File: config.mk
export PLATFORM = sky130hd
export DESIGN_NAME = controlUnit
export DESIGN_NICKNAME = d
export VERILOG_FILES = /design/src/design/rvCtrlPkg.sv /design/src/design/aluDecoder.sv /design/src/design/branchResolver.sv /design/src/design/memWbDecoder.sv /design/src/design/controlUnit.sv
export SDC_FILE = /design/constraint.sdc
export NUM_CORES = 1
export LEC_CHECK = 0
export ABC_AREA = 1
export ABC_CLOCK_PERIOD_IN_PS = 800
export BUFFER_PORTS_ARGS = -buffer_cell sky130_fd_sc_hd__buf_2
export CAP_MARGIN = 25
export CORE_MARGIN = 2
export CORE_UTILIZATION = 39
export DETAILED_ROUTE_END_ITERATION = 6
export PLACE_DENSITY = 0.66
export SETUP_SLACK_MARGIN = 0.1
export SLEW_MARGIN = 10
export SYNTH_ARGS = -nofsm -noshare
export SYNTH_HDL_FRONTEND = slang
export SYNTH_SLANG_ARGS = --single-unit
File: constraint.sdc
create_clock -name clk -period 0.8 [get_ports clk]
set_input_delay 0.08 -clock clk [delete_from_list [all_inputs] [get_ports clk]]
set_output_delay 0.08 -clock clk [all_outputs]
set_load 0.02 [all_outputs]
File: src/design/rvCtrlPkg.sv
package rvCtrlPkg;

    // instruction field widths
    localparam int opWidth     = 7;
    localparam int funct3Width = 3;
    localparam int funct7Width = 7;

    // major opcodes, raw RV32I encodings
    typedef enum logic [opWidth-1:0] {
        opIllegal = 7'b0000000, // anything not listed below
        opLoad    = 7'b0000011,
        opImm     = 7'b0010011,
        opAuipc   = 7'b0010111,
        opStore   = 7'b0100011,
        opReg     = 7'b0110011,
        opLui     = 7'b0110111,
        opBranch  = 7'b1100011,
        opJalr    = 7'b1100111,
        opJal     = 7'b1101111
    } opcodeT;

    typedef enum logic [2:0] {
        aluAdd = 3'b000,
        aluSub = 3'b001,
        aluXor = 3'b010,
        aluOr  = 3'b011,
        aluAnd = 3'b100,
        aluSll = 3'b101,
        aluSrl = 3'b110,
        aluSra = 3'b111
    } aluOpT;

    // rd write data source
    typedef enum logic [1:0] {
        dstAlu     = 2'b00,
        dstMem     = 2'b01,
        dstPcPlus4 = 2'b10,
        dstCmp     = 2'b11  // slt family, from comparator
    } regDstT;

    typedef enum logic [2:0] {
        extI     = 3'b000,
        extS     = 3'b001,
        extB     = 3'b010,
        extU     = 3'b011,
        extJ     = 3'b100,
        extShamt = 3'b101
    } extSelT;

    // memory access size, matches funct3[1:0]
    typedef enum logic [1:0] {
        widthByte = 2'b00,
        widthHalf = 2'b01,
        widthWord = 2'b10
    } widthT;

    typedef enum logic [1:0] {
        cmpEq = 2'b00,
        cmpLt = 2'b01,
        cmpGt = 2'b10   // 2'b11 never driven
    } cmpT;

    typedef struct packed {
        aluOpT  aluOp;
        logic   alu1Src;  // 1: pc
        logic   alu2Src;  // 1: immediate
        extSelT extSel;
        logic   sign;
    } aluCtrlT;

    typedef struct packed {
        widthT  width;
        logic   dataWr;
        logic   regWr;
        regDstT regDst;
        logic   immRes;   // lui writes imm directly
    } memWbCtrlT;

    typedef struct packed {
        logic      pcSrc;
        aluCtrlT   aluCtrl;
        memWbCtrlT memWbCtrl;
    } ctrlT;

endpackage

File: src/design/aluDecoder.sv
`timescale 1ns/1ps

module aluDecoder import rvCtrlPkg::*; (
    input  opcodeT                 opcode,
    input  logic [funct3Width-1:0] funct3,
    input  logic [funct7Width-1:0] funct7,
    output aluCtrlT                aluCtrl
);

    logic altFunc;  // sub / sra select
    logic isImm;

    assign altFunc = funct7[5];
    assign isImm   = (opcode == opImm);

    always_comb
    begin
        aluCtrl.aluOp   = aluAdd;
        aluCtrl.alu1Src = 1'b0;
        aluCtrl.alu2Src = 1'b0;
        aluCtrl.extSel  = extI;
        aluCtrl.sign    = 1'b1;

        case (opcode)
            opReg, opImm:
            begin
                aluCtrl.alu2Src = isImm;
                case (funct3)
                    3'b000: aluCtrl.aluOp = (!isImm && altFunc) ? aluSub : aluAdd;
                    3'b001: aluCtrl.aluOp = aluSll;
                    3'b011: aluCtrl.sign  = 1'b0;  // sltu / sltiu
                    3'b100: aluCtrl.aluOp = aluXor;
                    3'b101: aluCtrl.aluOp = altFunc ? aluSra : aluSrl;
                    3'b110: aluCtrl.aluOp = aluOr;
                    3'b111: aluCtrl.aluOp = aluAnd;
                    default: ;  // slt keeps add
                endcase
                // slli, srli, srai
                if (isImm && funct3[1:0] == 2'b01)
                begin
                    aluCtrl.extSel = extShamt;
                end
            end
            opLoad:
            begin
                aluCtrl.alu2Src = 1'b1;
                if (funct3 == 3'b100 || funct3 == 3'b101)
                begin
                    aluCtrl.sign = 1'b0;  // lbu, lhu
                end
            end
            opStore:
            begin
                aluCtrl.alu2Src = 1'b1;
                aluCtrl.extSel  = extS;
            end
            opBranch:
            begin
                aluCtrl.alu1Src = 1'b1;  // target = pc + imm
                aluCtrl.alu2Src = 1'b1;
                aluCtrl.extSel  = extB;
                aluCtrl.sign    = !(funct3[2:1] == 2'b11);  // bltu, bgeu unsigned
            end
            opJal:
            begin
                aluCtrl.alu1Src = 1'b1;
                aluCtrl.alu2Src = 1'b1;
                aluCtrl.extSel  = extJ;
            end
            opJalr: aluCtrl.alu2Src = 1'b1;
            opLui:
            begin
                aluCtrl.alu2Src = 1'b1;
                aluCtrl.extSel  = extU;
            end
            opAuipc:
            begin
                aluCtrl.alu1Src = 1'b1;
                aluCtrl.alu2Src = 1'b1;
                aluCtrl.extSel  = extU;
            end
            default: ;
        endcase
    end

endmodule

File: src/design/branchResolver.sv
`timescale 1ns/1ps

module branchResolver import rvCtrlPkg::*; (
    input  opcodeT                 opcode,
    input  logic [funct3Width-1:0] funct3,
    input  cmpT                    cmp,
    output logic                   pcSrc
);

    logic isEq;
    logic isLt;
    logic isGe;

    assign isEq = (cmp == cmpEq);
    assign isLt = (cmp == cmpLt);
    assign isGe = (cmp == cmpEq) || (cmp == cmpGt);

    always_comb
    begin
        pcSrc = 1'b0;
        case (opcode)
            opJal, opJalr: pcSrc = 1'b1;
            opBranch:
            begin
                case (funct3)
                    3'b000: pcSrc = isEq;           // beq
                    3'b001: pcSrc = !isEq;          // bne
                    3'b100, 3'b110: pcSrc = isLt;   // blt, bltu
                    3'b101, 3'b111: pcSrc = isGe;   // bge, bgeu
                    default: pcSrc = 1'b0;
                endcase
            end
            default: ;
        endcase
    end

    // comparator must give a real result while a branch is decoded
    branchCmpLegal: assert final (!(opcode == opBranch && cmp == 2'b11))
        else $error("comparator result 11 on a branch");

endmodule

File: src/design/memWbDecoder.sv
`timescale 1ns/1ps

module memWbDecoder import rvCtrlPkg::*; (
    input  opcodeT                 opcode,
    input  logic [funct3Width-1:0] funct3,
    output memWbCtrlT              memWbCtrl
);

    logic isSlt;
    widthT accessWidth;

    // slt, sltu, slti, sltiu
    assign isSlt       = (funct3 == 3'b010) || (funct3 == 3'b011);
    assign accessWidth = widthT'(funct3[1:0]);

    always_comb
    begin
        memWbCtrl.width  = widthWord;
        memWbCtrl.dataWr = 1'b0;
        memWbCtrl.regWr  = 1'b0;
        memWbCtrl.regDst = dstAlu;
        memWbCtrl.immRes = 1'b0;

        case (opcode)
            opLoad:
            begin
                memWbCtrl.width  = accessWidth;
                memWbCtrl.regWr  = 1'b1;
                memWbCtrl.regDst = dstMem;
            end
            opStore:
            begin
                memWbCtrl.width  = accessWidth;
                memWbCtrl.dataWr = 1'b1;
            end
            opReg, opImm:
            begin
                memWbCtrl.regWr  = 1'b1;
                memWbCtrl.regDst = isSlt ? dstCmp : dstAlu;
            end
            opJal, opJalr:
            begin
                memWbCtrl.regWr  = 1'b1;
                memWbCtrl.regDst = dstPcPlus4;  // link address
            end
            opAuipc: memWbCtrl.regWr = 1'b1;
            opLui:
            begin
                memWbCtrl.regWr  = 1'b1;
                memWbCtrl.immRes = 1'b1;
            end
            default: ;  // branches and illegal write nothing
        endcase
    end

endmodule

File: src/design/controlUnit.sv
`timescale 1ns/1ps

module controlUnit import rvCtrlPkg::*; (
    input  logic                   clk,
    input  logic                   arstN,
    input  logic                   instValid,
    input  logic [opWidth-1:0]     op,
    input  logic [funct3Width-1:0] funct3,
    input  logic [funct7Width-1:0] funct7,
    input  cmpT                    cmp,
    output ctrlT                   ctrl,
    output logic                   ctrlValid
);

    opcodeT    opcode;
    aluCtrlT   aluCtrl;
    memWbCtrlT memWbCtrl;
    logic      pcSrc;
    ctrlT      ctrlNext;

    // unknown opcodes fall back to opIllegal
    always_comb
    begin
        case (op)
            opReg, opImm, opLoad, opStore, opBranch,
            opJal, opJalr, opLui, opAuipc: opcode = opcodeT'(op);
            default: opcode = opIllegal;
        endcase
    end

    aluDecoder uAluDecoder (
        .opcode  (opcode),
        .funct3  (funct3),
        .funct7  (funct7),
        .aluCtrl (aluCtrl)
    );

    branchResolver uBranchResolver (
        .opcode (opcode),
        .funct3 (funct3),
        .cmp    (cmp),
        .pcSrc  (pcSrc)
    );

    memWbDecoder uMemWbDecoder (
        .opcode    (opcode),
        .funct3    (funct3),
        .memWbCtrl (memWbCtrl)
    );

    assign ctrlNext = '{pcSrc: pcSrc, aluCtrl: aluCtrl, memWbCtrl: memWbCtrl};

    always_ff @(posedge clk or negedge arstN)
    begin
        if (!arstN)
        begin
            ctrl      <= '0;
            ctrlValid <= 1'b0;
        end
        else
        begin
            ctrlValid <= instValid;
            if (instValid)
                ctrl <= ctrlNext;  // hold otherwise
        end
    end

    validFollowsStrobe: assert property (@(posedge clk) disable iff (!arstN)
        ctrlValid |-> $past(instValid));

    // loads write rd, stores write memory, never both
    noDoubleWrite: assert property (@(posedge clk) disable iff (!arstN)
        ctrlValid |-> !(ctrl.memWbCtrl.regWr && ctrl.memWbCtrl.dataWr));

endmodule

# Yosys cells after proc, flatten, opt, wreduce, memory -nomap -nowiden
# Index checks and enable logic that the tools add are counted.
# totals
in_bits,22
regBits,18
word_cells,81
out_inout_bits,18
# classes
n_reduce_logical,20
eq_ne,29
mux,20
# ops
cell,count
$eq 7x6->1 const B,6
$eq 7x7->1 const B,6
$eq 7x5->1 const B,4
$pmux 3 s6,1
$pmux 3 s5,1
$eq 7x2->1 const B,2
$reduce_or 7->1,2
$eq 3x3->1 const B,4
$reduce_or 2->1,6
$reduce_or 9->1,1
$mux 1,8
$mux 7,1
$eq 3x2->1 const B,2
$mux 3,2
$pmux 2 s3,1
$eq 2x1->1 const B,2
$eq 2x2->1 const B,2
$mux 2,2
$pmux 1 s2,2
$pmux 1 s4,1
$eq 3x1->1 const B,1
$logic_not 1->1,3
$logic_not 3->1,1
$logic_or 1x1->1,3
4 further kinds,5

# Depth between registers and ports, before layout
# logic_depth
ltp_word,9
depth_mapped,9
mapped_depth_nobuf,9

# Cells and area by module
# A second synthesis with hierarchy kept.
# hier_totals
cells_unflattened,178
hier_area_um2,1385.1
# modules_own_cells
mod,cells_per_inst,seq_area_each_um2,instances,area_per_inst_um2
controlUnit,61,450.4,1,808.3
aluDecoder,60,0.0,1,310.3
memWbDecoder,32,0.0,1,162.7
branchResolver,25,0.0,1,103.8

# Least setup slack after synthesis
# Ideal clock, no wire load.
# synth_path
kind,input to register
from,in op[3]
to,reg ctrl[13] (netlist bit)
t_arrival_ps,759
n_path_buf,0
t_required_ps,735
path_stages,9
setup_time_ps,65
path_slack_ps,-24
path_cell_list,inv_1 -> nand2_2 -> nor2_8 -> nand2_2 -> nand2_2 -> nand2_2 -> nor2_2 -> nand2_1 -> nand2_1
# synth_between
elab_chain_cells,9
elab_cells_between_ends,19
cone_classes,11 x eq/ne; 4 x mux; 4 x reduce/logical
# synth_rtl
item,line,text
start: declaration,controlUnit.sv:7,"input logic [opWidth-1:0] op,"
"$eq 7x6->1, or another cell as far along",controlUnit.sv:24,case (op)
$reduce_or 9->1,controlUnit.sv:24,
$mux 7 (*),controlUnit.sv:24,
$eq 7x5->1,"aluDecoder.sv:14, aluDecoder.sv:24",
$logic_not 1->1,aluDecoder.sv:29,3'b000: aluCtrl.aluOp = (!isImm && altFunc) ? aluSub : aluAdd;
$logic_and 1x1->1,aluDecoder.sv:29,
$mux 1,aluDecoder.sv:29,
$pmux 3 s6,aluDecoder.sv:28,case (funct3)
$mux 3 (*),aluDecoder.sv:24,case (opcode)
end signal: assignment,controlUnit.sv:64,ctrl <= ctrlNext;
end: declaration,controlUnit.sv:11,"output ctrlT ctrl,"
# Mark *: on every way between the ends. The rest lies on a longest branch, timed or not.
# A chain may end at the register's enable or synchronous reset.

# Worst setup path after layout
# layout_path
from,reg ctrl[4] (netlist bit)
to,out ctrl[4] (netlist bit)
# No word-level cell between the ends.

==> key figures <==
Critical path
  • R2R setup slack: 20 ps
  • Setup crit end kind: primary output
  • FF-to-FF End: ctrl[1]
  • Required @ worst endpoint: 720 ps
  • Cell Chain, Critical Path: buf_6
  • Critical path type: reg -> out
  • Worst r2r path cells: 3
  • Critical-path top delay cell: dfrtp_2
  • Critical path's largest stage delay: 430 ps
  • Data arrival, critical path: 860 ps
  • Crit-path max FO: 2
  • Reg-to-reg startpoint: ctrl[1]
  • Crit path max-delay family: flip-flops
  • Cell count along the critical path: 1
  • Crit path capture: ctrl[4]
  • Crit start category: flop
  • Start point of the critical path: ctrl[4]
  • Crit path buf inv count: 1

Layout
  • Post-route cell area: 1903 sq um
  • Antenna diodes: 0
  • Fill cells: 189
  • Final core occ: 0.7478
  • P&R area growth vs syn: 78.10%
  • Final #Nets: 241
  • Layout cells sized above 1: 0.4977

Place
  • Port buffer count: 33
  • Pre-CTS WS: -288.9 ps
  • Final Wtd Congestion: 0.8086
  • Post-DP HPWL: 2.160 mm
  • Area after DPL: 1419 sq um

Synthesis
  • Main flop type after synthesis: dfrtp_1
  • Post-synth net total: 179
  • Most frequent cell after synthesis: nand2_1
  • Synth Cell Area: 1069 sq um
  • Seq/Total Area, Yosys: 0.4215
  • Syn Area/Cell: 6.806 sq um
  • Post-synth EDFFs: 0
  • Unique masters post-synth: 19
  • Share of Yosys cell area claimed by the top area cell type: 0.4215
  • Synth async-reset ratio: 1.000
  • Synth area leaders: dfrtp_1 (42%), nand2_1 (21%), nor2_1 (6.7%)
  • Number of synthesized register bits: 18
  • Ys Warns: 0
  • Area leader, netlist: dfrtp_1
  • Post-synth top cells: nand2_1 (60), nor2_1 (19), dfrtp_1 (18), inv_1 (12), o21ai_0 (12)
  • Cell count after synthesis: 157

Floorplanning
  • Initial Utilization: 0.4199
  • Die width: 56.35 um
  • Die ar.: 3175 sq um
  • Core area: 2545 sq um
  • Die Y: 56.35 um
  • IO Pins: 40
  • Num rows: 18

Clock network
  • TritonCTS Buffers: 3
  • Worst-Skew Late Latency: 290 ps
  • Clock buffer depth: 2
  • Clock transition at path regs: 100 ps
  • TritonCTS clock tree: yes
  • # clock sinks: 18
  • # H-tree levels: 1
  • CTS root buf: clkbuf_4

Global routing
  • Largest net degree at the start of global routing: 19
  • All-Layer GR Usage: 0.2010
  • Initial antenna violation count: 0
  • First-pass GRT wire length: 5.119 mm
  • Vias in the first global route: 1166
  • Congestion Overflow GR: 0

Timing
  • Final hold violation count: 0
  • Worst-margin pin slew: 407.9 ps
  • # setup viols final: 18
  • Slew headroom: 0.7280
  • Setup TNS: -2057 ps
  • Min setup slack post-route: -137.2 ps
  • Crit share post-route: 1.172
  • RSZ-0062 raised after global routing: yes
  • Final min period: 937.2 ps
  • Max Fclk: 1.067 GHz
  • Final Max Slew Viols: 0
  • Setup Skew: 0 ps

Detailed routing
  • Via/cell ratio: 4.923
  • Initial DRC count: 26
  • Pre-antenna DRT Iters: 4
  • Drc violations: 0
  • Drt total wl: 2.963 mm
  • Wire per inst: 12.00 um
  • Routed Antenna Nets: 0
  • Via count: 1216

Power
  • Peak supply drop: 0.8426 mV
  • Lkg Pwr: 1.058 nW
  • PD cells: 1022 nW/um^2

Job
  • Max Cap Violations: 0

Status
  • Run status: finished, violations left
  • Failing checks: negative setup slack

Worst hold path
  • Hold Crit Depth: 3
  • Hold Crit Start: funct3[2]
  • HP Class: in -> reg
-- layer usage --
| layer | global-route usage | wire [um] |
|---|---|---|
| met5 | 0 | 0 |
| met4 | 0.07143 | 42 |
| met3 | 0.01382 | 90 |
| met2 | 0.3647 | 1537 |
| met1 | 0.2486 | 1293 |
-- state kept, by name (all words and copies together), names as in the netlist --
name and flops:
ctrl 17, ctrlValid 1
-- power breakdown --
group          internal (W)  total, W  switching (W)
Clock              0.000175  0.000442       0.000267
Combinational      0.000257  0.000548       0.000291
Sequential         0.000935  0.000956      0.0000209
-- per-stage QoR --
step | total power [W] | hold slack (ps) | std cells
global route | 0.002049 | 115.1 | 247
detailed placement | 0.001347 | 29.31 | 227
CTS | 0.001860 | 122.7 | 243
floorplan | 0.001168 | -215.6 | 157
global placement | 0.001333 | 21.77 | 227
finish | 0.001946 | 110.2 | 247
-- worst min path at each step --
stage	slack, ps	end
finish	110	ctrl[14]
global route	120	ctrl[15]
CTS	120	ctrl[15]
detailed placement	30	ctrl[8]
global placement	20	ctrl[0]
floorplan	-220	ctrlValid
-- cells by family after synthesis --
family | Yosys count | synth area share
AND/OR/NAND/NOR | 104 | 0.4262
flip-flops | 18 | 0.4215
buffers and inverters | 17 | 0.06323
AO/OA/AOI/OAI | 18 | 0.08899
-- cells in the final DEF (no fill, tap or decap), types with 3 or more instances in the layout --
cell      Yosys  final
nand2_1      60     43
clkbuf_4      0      3
nor2_1       19     14
buf_6         0     31
dfrtp_1      18     16
nand2_2       7     15
o21ai_1       1      6
buf_4         0     16
o21ai_0      12      7
inv_1        12      8
nand2_4       0      8
buf_2         2      8
nand3_1       9      9
nor2_4        0      9
-- layout make-up --
type                            count  area [sq um]  area share
Sequential cell                    18         452.9      0.2380
Inverter                           14         91.34     0.04799
Clock buffer                        3         22.52     0.01183
Multi-Input combinational cell    123         724.4      0.3807
Tap cell                           30         37.54     0.01972
Timing Repair Buffer               59         574.3      0.3018
-- repair_timing --
action                                 4_1_cts  5_1_grt
buffers inserted                            11        8
gates resized for setup                     56       47
pin swaps                                   13       18
hold buffers                                 1        0
endpoints found under the hold margin       18        0
cloned                                       1        0
setup endpoints to repair                   28       32
No activity file was read; power rests on OpenSTA's default activity.
